$ cat src/verilog/ex_pkg.sv
// Execute stage package with word widths, operator encodings and multiplier state

package ex_pkg;

  ////////////////////////////////////////////////////////////
  // Widths
  ////////////////////////////////////////////////////////////

  // Integer datapath width
  localparam int XLEN = 32;

  // Shift-add iterations, one per multiplier bit
  localparam int MULT_STEPS = 32;

  typedef logic [XLEN-1:0] word_t;

  // Six address bits, upper half of the space is the FP register file
  typedef logic [5:0] reg_addr_t;

  // Iteration counter, wide enough for MULT_STEPS - 1
  typedef logic [4:0] mult_cnt_t;

  ////////////////////////////////////////////////////////////
  // Operator encodings
  ////////////////////////////////////////////////////////////

  // ALU and branch compare operators
  typedef enum logic [3:0] {
    ALU_ADD,
    ALU_SUB,
    ALU_AND,
    ALU_OR,
    ALU_XOR,
    ALU_SLL,
    ALU_SRL,
    ALU_SRA,
    ALU_SLT,
    ALU_SLTU,
    ALU_EQ,
    ALU_NE,
    ALU_LT,
    ALU_GE,
    ALU_LTU,
    ALU_GEU
  } alu_op_e;

  // Plain multiply or multiply-accumulate
  typedef enum logic {
    MUL_MUL,
    MUL_MAC
  } mult_op_e;

  // Multiplier FSM
  typedef enum logic {
    MULT_IDLE,
    MULT_BUSY
  } mult_state_e;

endpackage

$ cat src/verilog/ex_mult_if.sv
// Request and response bundle between the execute stage and the multiplier
`timescale 1ns/10ps

interface ex_mult_if;

  // Request, held stable by the stage until it is accepted
  logic             en;
  ex_pkg::mult_op_e op;
  ex_pkg::word_t    op_a;
  ex_pkg::word_t    op_b;
  ex_pkg::word_t    op_c;

  // Response
  ex_pkg::word_t    result;
  logic             ready;

  modport requester (output en, output op, output op_a, output op_b, output op_c,
                     input result, input ready);

  modport unit (input en, input op, input op_a, input op_b, input op_c,
                output result, output ready);

endinterface

$ cat src/verilog/ex_alu.sv
// Single-cycle integer ALU with branch comparator
`timescale 1ns/10ps

module ex_alu (
  input  ex_pkg::alu_op_e operator_i,
  input  ex_pkg::word_t   operand_a_i,
  input  ex_pkg::word_t   operand_b_i,
  output ex_pkg::word_t   result_o,
  output logic            comparison_result_o
);

  logic [4:0]    shamt;
  logic          is_sub;
  ex_pkg::word_t adder_b;
  ex_pkg::word_t adder_result;
  logic          is_equal;
  logic          lt_signed;
  logic          lt_unsigned;
  logic          cmp;

  ////////////////////////////////////////////////////////////
  // Adder and comparators
  ////////////////////////////////////////////////////////////

  // One adder serves add and sub, B inverted plus carry in
  assign is_sub       = (operator_i == ex_pkg::ALU_SUB);
  assign adder_b      = is_sub ? ~operand_b_i : operand_b_i;
  assign adder_result = operand_a_i + adder_b + ex_pkg::word_t'(is_sub);

  // Shift amount from the low five bits of B
  assign shamt = operand_b_i[4:0];

  assign is_equal    = (operand_a_i == operand_b_i);
  assign lt_signed   = ($signed(operand_a_i) < $signed(operand_b_i));
  assign lt_unsigned = (operand_a_i < operand_b_i);

  // Branch condition, only compare operators produce a one
  always_comb begin
    case (operator_i)
      ex_pkg::ALU_EQ:  cmp = is_equal;
      ex_pkg::ALU_NE:  cmp = ~is_equal;
      ex_pkg::ALU_LT:  cmp = lt_signed;
      ex_pkg::ALU_GE:  cmp = ~lt_signed;
      ex_pkg::ALU_LTU: cmp = lt_unsigned;
      ex_pkg::ALU_GEU: cmp = ~lt_unsigned;
      default:         cmp = 1'b0;
    endcase
  end

  assign comparison_result_o = cmp;

  ////////////////////////////////////////////////////////////
  // Result mux
  ////////////////////////////////////////////////////////////

  always_comb begin
    case (operator_i)
      ex_pkg::ALU_ADD,
      ex_pkg::ALU_SUB:  result_o = adder_result;
      ex_pkg::ALU_AND:  result_o = operand_a_i & operand_b_i;
      ex_pkg::ALU_OR:   result_o = operand_a_i | operand_b_i;
      ex_pkg::ALU_XOR:  result_o = operand_a_i ^ operand_b_i;
      ex_pkg::ALU_SLL:  result_o = operand_a_i << shamt;
      ex_pkg::ALU_SRL:  result_o = operand_a_i >> shamt;
      ex_pkg::ALU_SRA:  result_o = ex_pkg::word_t'($signed(operand_a_i) >>> shamt);
      ex_pkg::ALU_SLT:  result_o = ex_pkg::word_t'(lt_signed);
      ex_pkg::ALU_SLTU: result_o = ex_pkg::word_t'(lt_unsigned);
      // Compare operators return the branch bit zero-extended
      default:          result_o = ex_pkg::word_t'(cmp);
    endcase
  end

  // Decoder in ID must never hand over an undefined operator
  always_comb begin
    assert (!$isunknown(operator_i));
  end

endmodule

$ cat src/verilog/ex_mult.sv
// Iterative shift-add multiplier for MUL and MAC, one bit per cycle
`timescale 1ns/10ps

module ex_mult (
  input logic     clk,
  input logic     rst_n,
  input logic     ex_ready_i,
  ex_mult_if.unit mult
);

  ex_pkg::mult_state_e state_q;
  ex_pkg::mult_cnt_t   cnt_q;
  logic                done_q;
  logic                start;
  logic                last_step;
  ex_pkg::word_t       mcand_q;
  ex_pkg::word_t       mplier_q;
  ex_pkg::word_t       acc_q;

  // New request only when idle and no finished result is still waiting
  assign start     = (state_q == ex_pkg::MULT_IDLE) && mult.en && !done_q;
  assign last_step = (cnt_q == ex_pkg::mult_cnt_t'(ex_pkg::MULT_STEPS - 1));

  // Ready drops in the same cycle the request arrives
  assign mult.ready  = (state_q == ex_pkg::MULT_IDLE) && !start;
  assign mult.result = acc_q;

  ////////////////////////////////////////////////////////////
  // Control FSM
  ////////////////////////////////////////////////////////////

  always_ff @(posedge clk, negedge rst_n) begin
    if (!rst_n) begin
      state_q <= ex_pkg::MULT_IDLE;
      cnt_q   <= '0;
      done_q  <= 1'b0;
    end else if (state_q == ex_pkg::MULT_IDLE) begin
      if (start) begin
        state_q <= ex_pkg::MULT_BUSY;
        cnt_q   <= '0;
      end else if (done_q && ex_ready_i) begin
        // Stage took the result, next en is a fresh instruction
        done_q <= 1'b0;
      end
    end else begin
      cnt_q <= cnt_q + 1'b1;
      if (last_step) begin
        state_q <= ex_pkg::MULT_IDLE;
        done_q  <= 1'b1;
      end
    end
  end

  ////////////////////////////////////////////////////////////
  // Datapath
  ////////////////////////////////////////////////////////////

  // Only the low word is kept, so a 32-bit multiplicand is enough
  always_ff @(posedge clk) begin
    if (start) begin
      mcand_q  <= mult.op_a;
      mplier_q <= mult.op_b;
      acc_q    <= (mult.op == ex_pkg::MUL_MAC) ? mult.op_c : '0;
    end else if (state_q == ex_pkg::MULT_BUSY) begin
      if (mplier_q[0]) begin
        acc_q <= acc_q + mcand_q;
      end
      mcand_q  <= mcand_q << 1;
      mplier_q <= mplier_q >> 1;
    end
  end

  // Requester keeps the operands steady while we iterate
  assert property (@(posedge clk) disable iff (!rst_n)
    (state_q == ex_pkg::MULT_BUSY) |->
      ($stable(mult.op_a) && $stable(mult.op_b) && $stable(mult.op_c) && $stable(mult.op)));

  // Fixed latency back to ready
  assert property (@(posedge clk) disable iff (!rst_n)
    start |-> ##(ex_pkg::MULT_STEPS + 1) mult.ready);

endmodule

$ cat src/verilog/ex_writeback.sv
// Forwarding mux, EX/WB register for the load/store port and stage stall control
`timescale 1ns/10ps

module ex_writeback (
  input  logic              clk,
  input  logic              rst_n,

  // Result sources
  input  ex_pkg::word_t     alu_result_i,
  input  ex_pkg::word_t     mult_result_i,
  input  ex_pkg::word_t     csr_rdata_i,
  input  ex_pkg::word_t     lsu_rdata_i,

  // Unit enables and ready
  input  logic              alu_en_i,
  input  logic              mult_en_i,
  input  logic              csr_access_i,
  input  logic              lsu_en_i,
  input  logic              mult_ready_i,
  input  logic              lsu_ready_ex_i,
  input  logic              lsu_err_i,
  input  logic              wb_ready_i,
  input  logic              branch_in_ex_i,

  // Write requests from ID
  input  logic              regfile_alu_we_i,
  input  ex_pkg::reg_addr_t regfile_alu_waddr_i,
  input  logic              regfile_we_i,
  input  ex_pkg::reg_addr_t regfile_waddr_i,

  // Forwarding port
  output logic              regfile_alu_we_fw_o,
  output ex_pkg::reg_addr_t regfile_alu_waddr_fw_o,
  output ex_pkg::word_t     regfile_alu_wdata_fw_o,

  // Load/store write port
  output logic              regfile_we_wb_o,
  output ex_pkg::reg_addr_t regfile_waddr_wb_o,
  output ex_pkg::word_t     regfile_wdata_wb_o,

  output logic              ex_ready_o,
  output logic              ex_valid_o
);

  logic              we_lsu_q;
  ex_pkg::reg_addr_t waddr_lsu_q;
  logic              lsu_we;

  ////////////////////////////////////////////////////////////
  // Forwarding port
  ////////////////////////////////////////////////////////////

  assign regfile_alu_we_fw_o    = regfile_alu_we_i;
  assign regfile_alu_waddr_fw_o = regfile_alu_waddr_i;

  // Multiplier wins over CSR, ALU is the fallback
  assign regfile_alu_wdata_fw_o = mult_en_i    ? mult_result_i :
                                  csr_access_i ? csr_rdata_i   :
                                                 alu_result_i;

  ////////////////////////////////////////////////////////////
  // EX/WB register
  ////////////////////////////////////////////////////////////

  // Faulting accesses never reach the register file
  assign lsu_we = regfile_we_i & ~lsu_err_i;

  always_ff @(posedge clk, negedge rst_n) begin
    if (!rst_n) begin
      we_lsu_q <= 1'b0;
    end else if (ex_valid_o) begin
      we_lsu_q <= lsu_we;
    end else if (wb_ready_i) begin
      // WB drained its slot and nothing new arrived
      we_lsu_q <= 1'b0;
    end
  end

  always_ff @(posedge clk) begin
    if (ex_valid_o && lsu_we) begin
      waddr_lsu_q <= regfile_waddr_i;
    end
  end

  assign regfile_we_wb_o    = we_lsu_q;
  assign regfile_waddr_wb_o = waddr_lsu_q;
  // Load data arrives from the LSU in the WB cycle
  assign regfile_wdata_wb_o = lsu_rdata_i;

  // Branches resolve in EX, so they may leave even when WB stalls
  assign ex_ready_o = (mult_ready_i & lsu_ready_ex_i & wb_ready_i) | branch_in_ex_i;
  assign ex_valid_o = (alu_en_i | mult_en_i | csr_access_i | lsu_en_i)
                      & (mult_ready_i & lsu_ready_ex_i & wb_ready_i);

  // No new write may enter WB while it back-pressures
  assert property (@(posedge clk) disable iff (!rst_n)
    !wb_ready_i |=> !$rose(regfile_we_wb_o));

endmodule

$ cat src/verilog/ex_stage.sv
// Execute stage top with ALU, iterative multiplier and writeback control
`timescale 1ns/10ps

module ex_stage (
  input  logic              clk,
  input  logic              rst_n,

  // ALU from ID
  input  ex_pkg::alu_op_e   alu_operator_i,
  input  ex_pkg::word_t     alu_operand_a_i,
  input  ex_pkg::word_t     alu_operand_b_i,
  input  ex_pkg::word_t     alu_operand_c_i,
  input  logic              alu_en_i,

  // Multiplier from ID
  input  ex_pkg::mult_op_e  mult_operator_i,
  input  ex_pkg::word_t     mult_operand_a_i,
  input  ex_pkg::word_t     mult_operand_b_i,
  input  ex_pkg::word_t     mult_operand_c_i,
  input  logic              mult_en_i,
  output logic              mult_multicycle_o,

  input  logic              lsu_en_i,
  input  ex_pkg::word_t     lsu_rdata_i,

  input  logic              branch_in_ex_i,
  input  ex_pkg::reg_addr_t regfile_alu_waddr_i,
  input  logic              regfile_alu_we_i,
  input  logic              regfile_we_i,
  input  ex_pkg::reg_addr_t regfile_waddr_i,

  input  logic              csr_access_i,
  input  ex_pkg::word_t     csr_rdata_i,

  // Load/store write port towards WB
  output ex_pkg::reg_addr_t regfile_waddr_wb_o,
  output logic              regfile_we_wb_o,
  output ex_pkg::word_t     regfile_wdata_wb_o,

  // Forwarding to ID and register file
  output ex_pkg::reg_addr_t regfile_alu_waddr_fw_o,
  output logic              regfile_alu_we_fw_o,
  output ex_pkg::word_t     regfile_alu_wdata_fw_o,

  // Branch outcome to IF
  output ex_pkg::word_t     jump_target_o,
  output logic              branch_decision_o,

  // Stall control
  input  logic              lsu_ready_ex_i,
  input  logic              lsu_err_i,
  output logic              ex_ready_o,
  output logic              ex_valid_o,
  input  logic              wb_ready_i
);

  ex_pkg::word_t alu_result;
  logic          alu_cmp_result;

  ex_mult_if mult_bus ();

  ////////////////////////////////////////////////////////////
  // ALU and branch
  ////////////////////////////////////////////////////////////

  ex_alu alu_i (
    .operator_i          (alu_operator_i),
    .operand_a_i         (alu_operand_a_i),
    .operand_b_i         (alu_operand_b_i),
    .result_o            (alu_result),
    .comparison_result_o (alu_cmp_result)
  );

  assign branch_decision_o = alu_cmp_result;
  // Target was computed in ID and rides along as operand C
  assign jump_target_o     = alu_operand_c_i;

  ////////////////////////////////////////////////////////////
  // Multiplier
  ////////////////////////////////////////////////////////////

  assign mult_bus.en   = mult_en_i;
  assign mult_bus.op   = mult_operator_i;
  assign mult_bus.op_a = mult_operand_a_i;
  assign mult_bus.op_b = mult_operand_b_i;
  assign mult_bus.op_c = mult_operand_c_i;

  ex_mult mult_i (
    .clk        (clk),
    .rst_n      (rst_n),
    .ex_ready_i (ex_ready_o),
    .mult       (mult_bus.unit)
  );

  assign mult_multicycle_o = ~mult_bus.ready;

  ////////////////////////////////////////////////////////////
  // Writeback and stall control
  ////////////////////////////////////////////////////////////

  ex_writeback wb_i (
    .clk                    (clk),
    .rst_n                  (rst_n),
    .alu_result_i           (alu_result),
    .mult_result_i          (mult_bus.result),
    .csr_rdata_i            (csr_rdata_i),
    .lsu_rdata_i            (lsu_rdata_i),
    .alu_en_i               (alu_en_i),
    .mult_en_i              (mult_en_i),
    .csr_access_i           (csr_access_i),
    .lsu_en_i               (lsu_en_i),
    .mult_ready_i           (mult_bus.ready),
    .lsu_ready_ex_i         (lsu_ready_ex_i),
    .lsu_err_i              (lsu_err_i),
    .wb_ready_i             (wb_ready_i),
    .branch_in_ex_i         (branch_in_ex_i),
    .regfile_alu_we_i       (regfile_alu_we_i),
    .regfile_alu_waddr_i    (regfile_alu_waddr_i),
    .regfile_we_i           (regfile_we_i),
    .regfile_waddr_i        (regfile_waddr_i),
    .regfile_alu_we_fw_o    (regfile_alu_we_fw_o),
    .regfile_alu_waddr_fw_o (regfile_alu_waddr_fw_o),
    .regfile_alu_wdata_fw_o (regfile_alu_wdata_fw_o),
    .regfile_we_wb_o        (regfile_we_wb_o),
    .regfile_waddr_wb_o     (regfile_waddr_wb_o),
    .regfile_wdata_wb_o     (regfile_wdata_wb_o),
    .ex_ready_o             (ex_ready_o),
    .ex_valid_o             (ex_valid_o)
  );

endmodule

$ cat config.mk
export PLATFORM = sky130hd
export DESIGN_NAME = ex_stage
export DESIGN_NICKNAME = d
export VERILOG_FILES = /design/src/verilog/ex_pkg.sv /design/src/verilog/ex_mult_if.sv /design/src/verilog/ex_alu.sv /design/src/verilog/ex_mult.sv /design/src/verilog/ex_writeback.sv /design/src/verilog/ex_stage.sv
export SDC_FILE = /design/constraint.sdc
export NUM_CORES = 1
export LEC_CHECK = 0
export ABC_AREA = 1
export BUFFER_PORTS_ARGS = -buffer_cell sky130_fd_sc_hd__buf_2
export CORE_ASPECT_RATIO = 0.8
export CORE_MARGIN = 2
export CORE_UTILIZATION = 51
export CTS_CLUSTER_DIAMETER = 120
export DETAILED_ROUTE_END_ITERATION = 16
export PLACE_DENSITY = 0.79
export SYNTH_ARGS = -nofsm -noshare
export SYNTH_HDL_FRONTEND = slang
export SYNTH_HIERARCHICAL = 1
export SYNTH_SLANG_ARGS = --single-unit
$ cat constraint.sdc
create_clock -name clk -period 2.55 [get_ports clk]
set_input_delay 0.255 -clock clk [delete_from_list [all_inputs] [get_ports clk]]
set_output_delay 0.255 -clock clk [all_outputs]
set_load 0.01 [all_outputs]
==> results.cfg, run 1 <==
[drt]
drc = 0
drt_wl_total_mm = 85.9
drtIter0Drc = 3012
ant_nets = 0
vias_per_cell = 5.91
dr.pass1.iters = 7
wl_per_cell_um = 22.8
routed-via-count = 22300

[power_and_ir_drop]
irDropWorstVdd_uv = 721
power_w = 0.0159
power_leakage_nw = 12.3
powerDensity_nw_per_um2 = 671

[placed_design]
dp_hpwl_mm = 68.8
dp_slack_ns = -1.13
io_buffer_count = 256
gp_congestion = 1.14

[worst_hold_path]
hold_depth = 1
whs_endpoint = wb_i/regfile_waddr_wb_o[2]
min_path_type = in2reg
hold_start = regfile_waddr_i[2]

[critical_path]
critPathCaptureType = output port
start_kind = primary input
ff2ff_path_depth = 10
critical_path_peak_fanout = 7
crit_family = buffers and inverters
r2r_slack_ns = 0.16
path_cells = buf_12 -> inv_16 -> nand2_4 -> nor2_4 -> buf_12 -> buf_12 -> buf_4 -> xor2_1 -> ha_1 -> a21oi_2 -> buf_4 -> inv_1 -> a21oi_4 -> buf_4 -> xor2_1 -> o21a_1 -> nand4_1 -> nand2_1 -> a21oi_1 -> buf_2
critPathBufInv = 9
reg2reg_from = mult_i/mult.result[10]
critPathKind = in2out
reg2reg_to = mult_i/mult.result[27]
cp.arrival_ns = 3.12
critPathMaxStageDelay_ns = 0.32
cp.required_ns = 2.30
crit_slowest_cell = ha_1

[clock_tree]
clkSinkCount = 110
ctsRootBufferMaster = clkbuf_16
cts.clk_slew.worst_paths_ns = 0.07
cts_buffers = 9
cts_buffer_depth = 2
cts_tree = done
htreeDepth = 3
insertion_delay_ns = 0.38

[floorplanning]
die_area_um2 = 34600
start_util = 0.519
core_um2 = 32600
die_width_um = 208
fp-row-count = 59
io_pins = 399
die_y_um = 167

[global_routing]
grt-busiest-layer = met2
gr-usage-all-layers = 0.470
grt_start_max_net_pins = 73
use_met2 = 0.661
antenna_found_initial = 2
use_met1 = 0.628
grt_overflow = 0
grt_pass1_vias = 20300
grt_pass1_wl_mm = 123
grt.met3_usage = 0.181

[timing]
finalHoldViolCount = 0
timing.slew.headroom = 0.555
finalSetupTns_ns = -20.77
finalCriticalPeriod_ns = 3.37
fmax_ghz = 0.297
timing.hold.ws_ns = 0.0566
drv_slew = 0
worst_slew_pin_slew_ns = 0.666
rsz0062_at_grt = yes
finalSetupViolCount = 33
fin_crit_sh = 1.32
setup_ws_ns = -0.820
skew_ns = 0.0160

[finish]
drive_above_1_share = 0.340
layout_commonest_cell = nand2_1
finish.utilization = 0.727
final_cell_mix = 900 x nand2_1, 474 x buf_4, 263 x inv_1, 216 x buf_2, 187 x nor2_1
syn_to_final_growth_pct = 40.0
finalNetCount = 3782

[job]
drv_cap = 0

[yosys]
netlist_instances = 2755
avgSynthCellArea_um2 = 6.14
netlist-cell-type-count = 56
netlist_area_um2 = 16900
synth_edf_count = 102
yosys_warnings = 6
synth_nets = 3202
async_flop_share = 0.0727
ys.flop_type = edfxtp_1
ys_ff_latch = 110
synth-seq-area-share = 0.193

[run_status]
outcome = complete, but fails checks
violations = setup timing
registers in the layout (all words and copies together) (netlist names):
name	count
mult_i/cnt_q	5
mult_i/done_q	1
mult_i/mcand_q	32
mult_i/mplier_q	32
mult_i/mult.result	32
mult_i/state_q	1
wb_i/regfile_waddr_wb_o	6
wb_i/regfile_we_wb_o	1
Yosys cell counts, drive strengths merged (16+ instances only):
cell type  instances  area, µm²
nand2            986       3770
inv              312       1180
nor2             234        951
nand3            197       1010
a21oi            176        903
o21ai            162        837
ha               160       2000
buf              151       1050
edfxtp           102       3060
xor2              38        333
o211ai            27        203
clkbuf            23       86.3
nand3b            17        128
or2               17        106
nor3              16       85.1
cells by family after synthesis:
group | count (synthesis) | share of synthesized area
simple gates | 1490 | 0.366
flops | 110 | 0.193
mux | 7 | 0.00414
fa+ha+maj | 162 | 0.121
xor+xnor | 42 | 0.0218
compound gates | 456 | 0.157
buf+inv | 488 | 0.137
repair_timing:
action / CTS / global route
resized for setup: 227 / 218
setup buffers: 32 / 14
endpoints found under the hold margin: 8 / 0
pin swaps: 110 / 101
hold buffers: 1 / 0
cloned: 3 / 0
endpoints found under the setup margin: 33 / 35
power breakdown:
group          switching, W  internal [W]
Combinational       0.00665       0.00387
Clock              0.000779      0.000697
Sequential         0.000566       0.00330
how the worst max path moves through the flow:
| stage | from | to | slack (ns) | cells past startpoint |
|---|---|---|---|---|
| 3_5_place_dp | alu_operator_i[2] | regfile_alu_wdata_fw_o[16] | -1.13 | 21 |
| 5_1_grt | alu_operator_i[2] | regfile_alu_wdata_fw_o[26] | -0.87 | 24 |
| 2_1_floorplan | alu_operator_i[2] | regfile_alu_wdata_fw_o[26] | -0.04 | 19 |
| 4_1_cts | alu_operator_i[1] | regfile_alu_wdata_fw_o[20] | -0.74 | 22 |
| 3_3_place_gp | alu_operator_i[2] | regfile_alu_wdata_fw_o[16] | -1.12 | 21 |
| 6_report | alu_operator_i[2] | regfile_alu_wdata_fw_o[6] | -0.82 | 20 |
stage by stage:
step	cells	instance area, µm²
2_1_floorplan	2755	17100
3_3_place_gp	3704	21200
3_5_place_dp	3704	21200
4_1_cts	3756	22700
5_1_grt	3767	23700
6_report	3771	23700
per-layer routing:
| metal | share of wire | vias to the layer above |
|---|---|---|
| li1 | - | 10100 |
| met4 | 0.061 | 0 |
| met5 | 0 | - |
| met1 | 0.39 | 10200 |
| met2 | 0.40 | 1639 |
| met3 | 0.15 | 328 |
final cells by class:
class | count | area [µm²]
tap | 427 | 534
antenna | 4 | 10.0
timing repair buffer | 743 | 5430
sequential | 110 | 3260
clock inverter | 7 | 73.8
fill | 2642 | 8890
inverter | 314 | 1240
clock buffer | 9 | 225
multi-input combinational | 2157 | 12900
No activity file was read; power rests on OpenSTA's default activity.
==> inputs of run 2 (changes only) <==
==> constraint.sdc (replaced) <==
create_clock -name clk -period 2.55 [get_ports clk]
set_input_delay 0.1275 -clock clk [delete_from_list [all_inputs] [get_ports clk]]
set_output_delay 0.1275 -clock clk [all_outputs]
set_load 0.01 [all_outputs]
==> results.cfg, run 2 (synthesis gave the netlist of run 1 again) <==
[job]
drv_cap = 0

[finish]
drive_above_1_share = 0.317
finalNetCount = 3761
final-seq-area_um2 = 3260
syn_to_final_growth_pct = 37.0
fillCellCount = 2693
fin_cells = 3750
multi_input_area_um2 = 12700
final_cell_mix = 899 x nand2_1, 412 x buf_4, 281 x inv_1, 250 x buf_2, 198 x nor2_1
stdcell_area_um2 = 23200
layout_commonest_cell = nand2_1

[floorplanning]
die_width_um = 208
io_pins = 399
core_um2 = 32600
die_area_um2 = 34600
die_y_um = 167
fp-row-count = 59
start_util = 0.519

[critical_path]
critPathLaunch = alu_operator_i[1]
start_kind = primary input
path_cells = buf_8 -> inv_6 -> nand2_4 -> nor2_4 -> buf_6 -> buf_6 -> nand2_4 -> nand2_2 -> inv_2 -> fa_2 -> inv_2 -> nand2_4 -> o21ai_4 -> a21oi_4 -> buf_4 -> xor2_2 -> o21a_2 -> nand4_1 -> nand2_1 -> a21oi_2 -> buf_2
ff2ff_path_depth = 10
cp_common_cell = nand2_4
crit_path_end = regfile_alu_wdata_fw_o[6]
critPathMaxStageDelay_ns = 0.38
reg2reg_from = mult_i/mult.result[9]
cp.arrival_ns = 3.03
cp.required_ns = 2.42
critPathBufInv = 8
reg2reg_to = mult_i/mult.result[27]
cp.depth = 21
critPathKind = in2out
critPathCaptureType = output port
critical_path_peak_fanout = 5
r2r_slack_ns = 0.21
crit_family = buffers and inverters
crit_slowest_cell = fa_2

[timing]
drv_slew = 0
finalSetupTns_ns = -13.48
timing.slew.headroom = 0.402
finalCriticalPeriod_ns = 3.16
skew_ns = 0.0193
finalSetupViolCount = 32
fmax_ghz = 0.316
worst_slew_pin_slew_ns = 0.897
setup_ws_ns = -0.611
fin_crit_sh = 1.24
finalHoldViolCount = 0
timing.hold.ws_ns = 0.0104
rsz0062_at_grt = yes

[clock_tree]
cts_buffer_depth = 2
htreeDepth = 3
cts.clk_slew.worst_paths_ns = 0.09
ctsRootBufferMaster = clkbuf_16
cts_buffers = 9
insertion_delay_ns = 0.39
clkSinkCount = 110
cts_tree = done

[placed_design]
io_buffer_count = 256
gp_congestion = 1.10
dp_hpwl_mm = 64.3
dp_cells = 3662
dpl_cell_area_um2 = 20700

[worst_hold_path]
hold_start = mult_operand_c_i[9]
hold_depth = 3
min_path_type = in2reg

[global_routing]
antenna_found_initial = 5
gr-usage-all-layers = 0.443
grt_overflow = 0
grt_pass1_vias = 20100
grt_start_max_net_pins = 91
grt_pass1_wl_mm = 118

[drt]
dr.pass1.iters = 12
routed-via-count = 22200
drtIter0Drc = 3299
drc = 0
vias_per_cell = 5.91
ant_nets = 0
wl_per_cell_um = 21.7
drt_wl_total_mm = 81.3

[power_and_ir_drop]
combPwrFrac = 0.661
seqPwrFrac = 0.244
irDropWorstVdd_uv = 624
clkPwrFrac = 0.096
powerDensity_nw_per_um2 = 681
internal_power_w = 0.00780
power_w = 0.0158
power_leakage_nw = 12.1
netSwitchingFraction = 0.506
p_sw_w = 0.00797

[run_status]
outcome = complete, but fails checks
violations = setup timing
run 2: changes by cell type in the layout (fill, tap and decap cells not counted), moves of 7 or more:
cell / change
buf_2: +34
ha_4: -13
dlygate4sd3_1: +23
inv_1: +18
xor2_2: +7
ha_1: +17
buf_4: -62
xor2_1: -9
nor2_4: -11
nor2_1: +11
inv_2: -14
run 2: what timing repair did:
action                                  4_1_cts  5_1_grt
buffers inserted                             19       25
cloned                                        2        0
endpoints found under the setup margin       32       34
endpoints found under the hold margin        31        0
pin swaps                                    74      105
gates resized for setup                     169      196
hold buffers                                 24        0
run 2: worst min path at each step:
stage                                       end  slack, ns
final                     mult_i/mult.result[9]       0.01
after global routing          mult_i/mcand_q[5]       0.02
after CTS                   mult_i/mplier_q[16]     0.0001
after detailed placement   wb_i/regfile_we_wb_o      -0.03
after global placement     wb_i/regfile_we_wb_o      -0.03
after floorplan                 mult_i/cnt_q[0]      -0.17
run 2: worst register-to-register path, cell delays in order (launching register included):
cell and delay (ns):
edfxtp_1 0.46, ha_1 0.38, nand2_1 0.12, inv_1 0.07, nand2_1 0.06, nand2_1 0.09
nand3b_1 0.42, nand2_1 0.20, nand3_1 0.09, nand3_1 0.08, nand2_1 0.10
run 2: area by class of cell:
type,instances,share of cell area
clock inverter,7,0.00389
inverter,314,0.0519
multi-input combinational,2157,0.548
sequential,110,0.141
timing repair buffer,722,0.222
clock buffer,9,0.00973
antenna,4,0.000432
tap,427,0.0231
run 2: stage by stage:
stage                     worst slack, ns   util
after floorplan                    0.0104      -
after global placement             -0.603  0.637
after detailed placement           -0.674  0.637
after CTS                          -0.431  0.679
after global routing               -0.687  0.711
final                              -0.611  0.711
run 2: per-layer routing:
metal	track usage	share of wire
met4	0.143	0.041
met3	0.131	0.15
met1	0.629	0.40
met2	0.641	0.41
met5	0	0.00016
run 2: power by group through the flow:
| stage | logic [W] | registers [W] | clock network [W] |
|---|---|---|---|
| 5_1_grt | 0.0113 | 0.00390 | 0.00158 |
| 6_report | 0.0104 | 0.00384 | 0.00151 |
| 3_3_place_gp | 0.00895 | 0.00378 | 0 |
| 3_5_place_dp | 0.00924 | 0.00383 | 0 |
| 4_1_cts | 0.00960 | 0.00380 | 0.00151 |
| 2_1_floorplan | 0.00624 | 0.00363 | 0 |
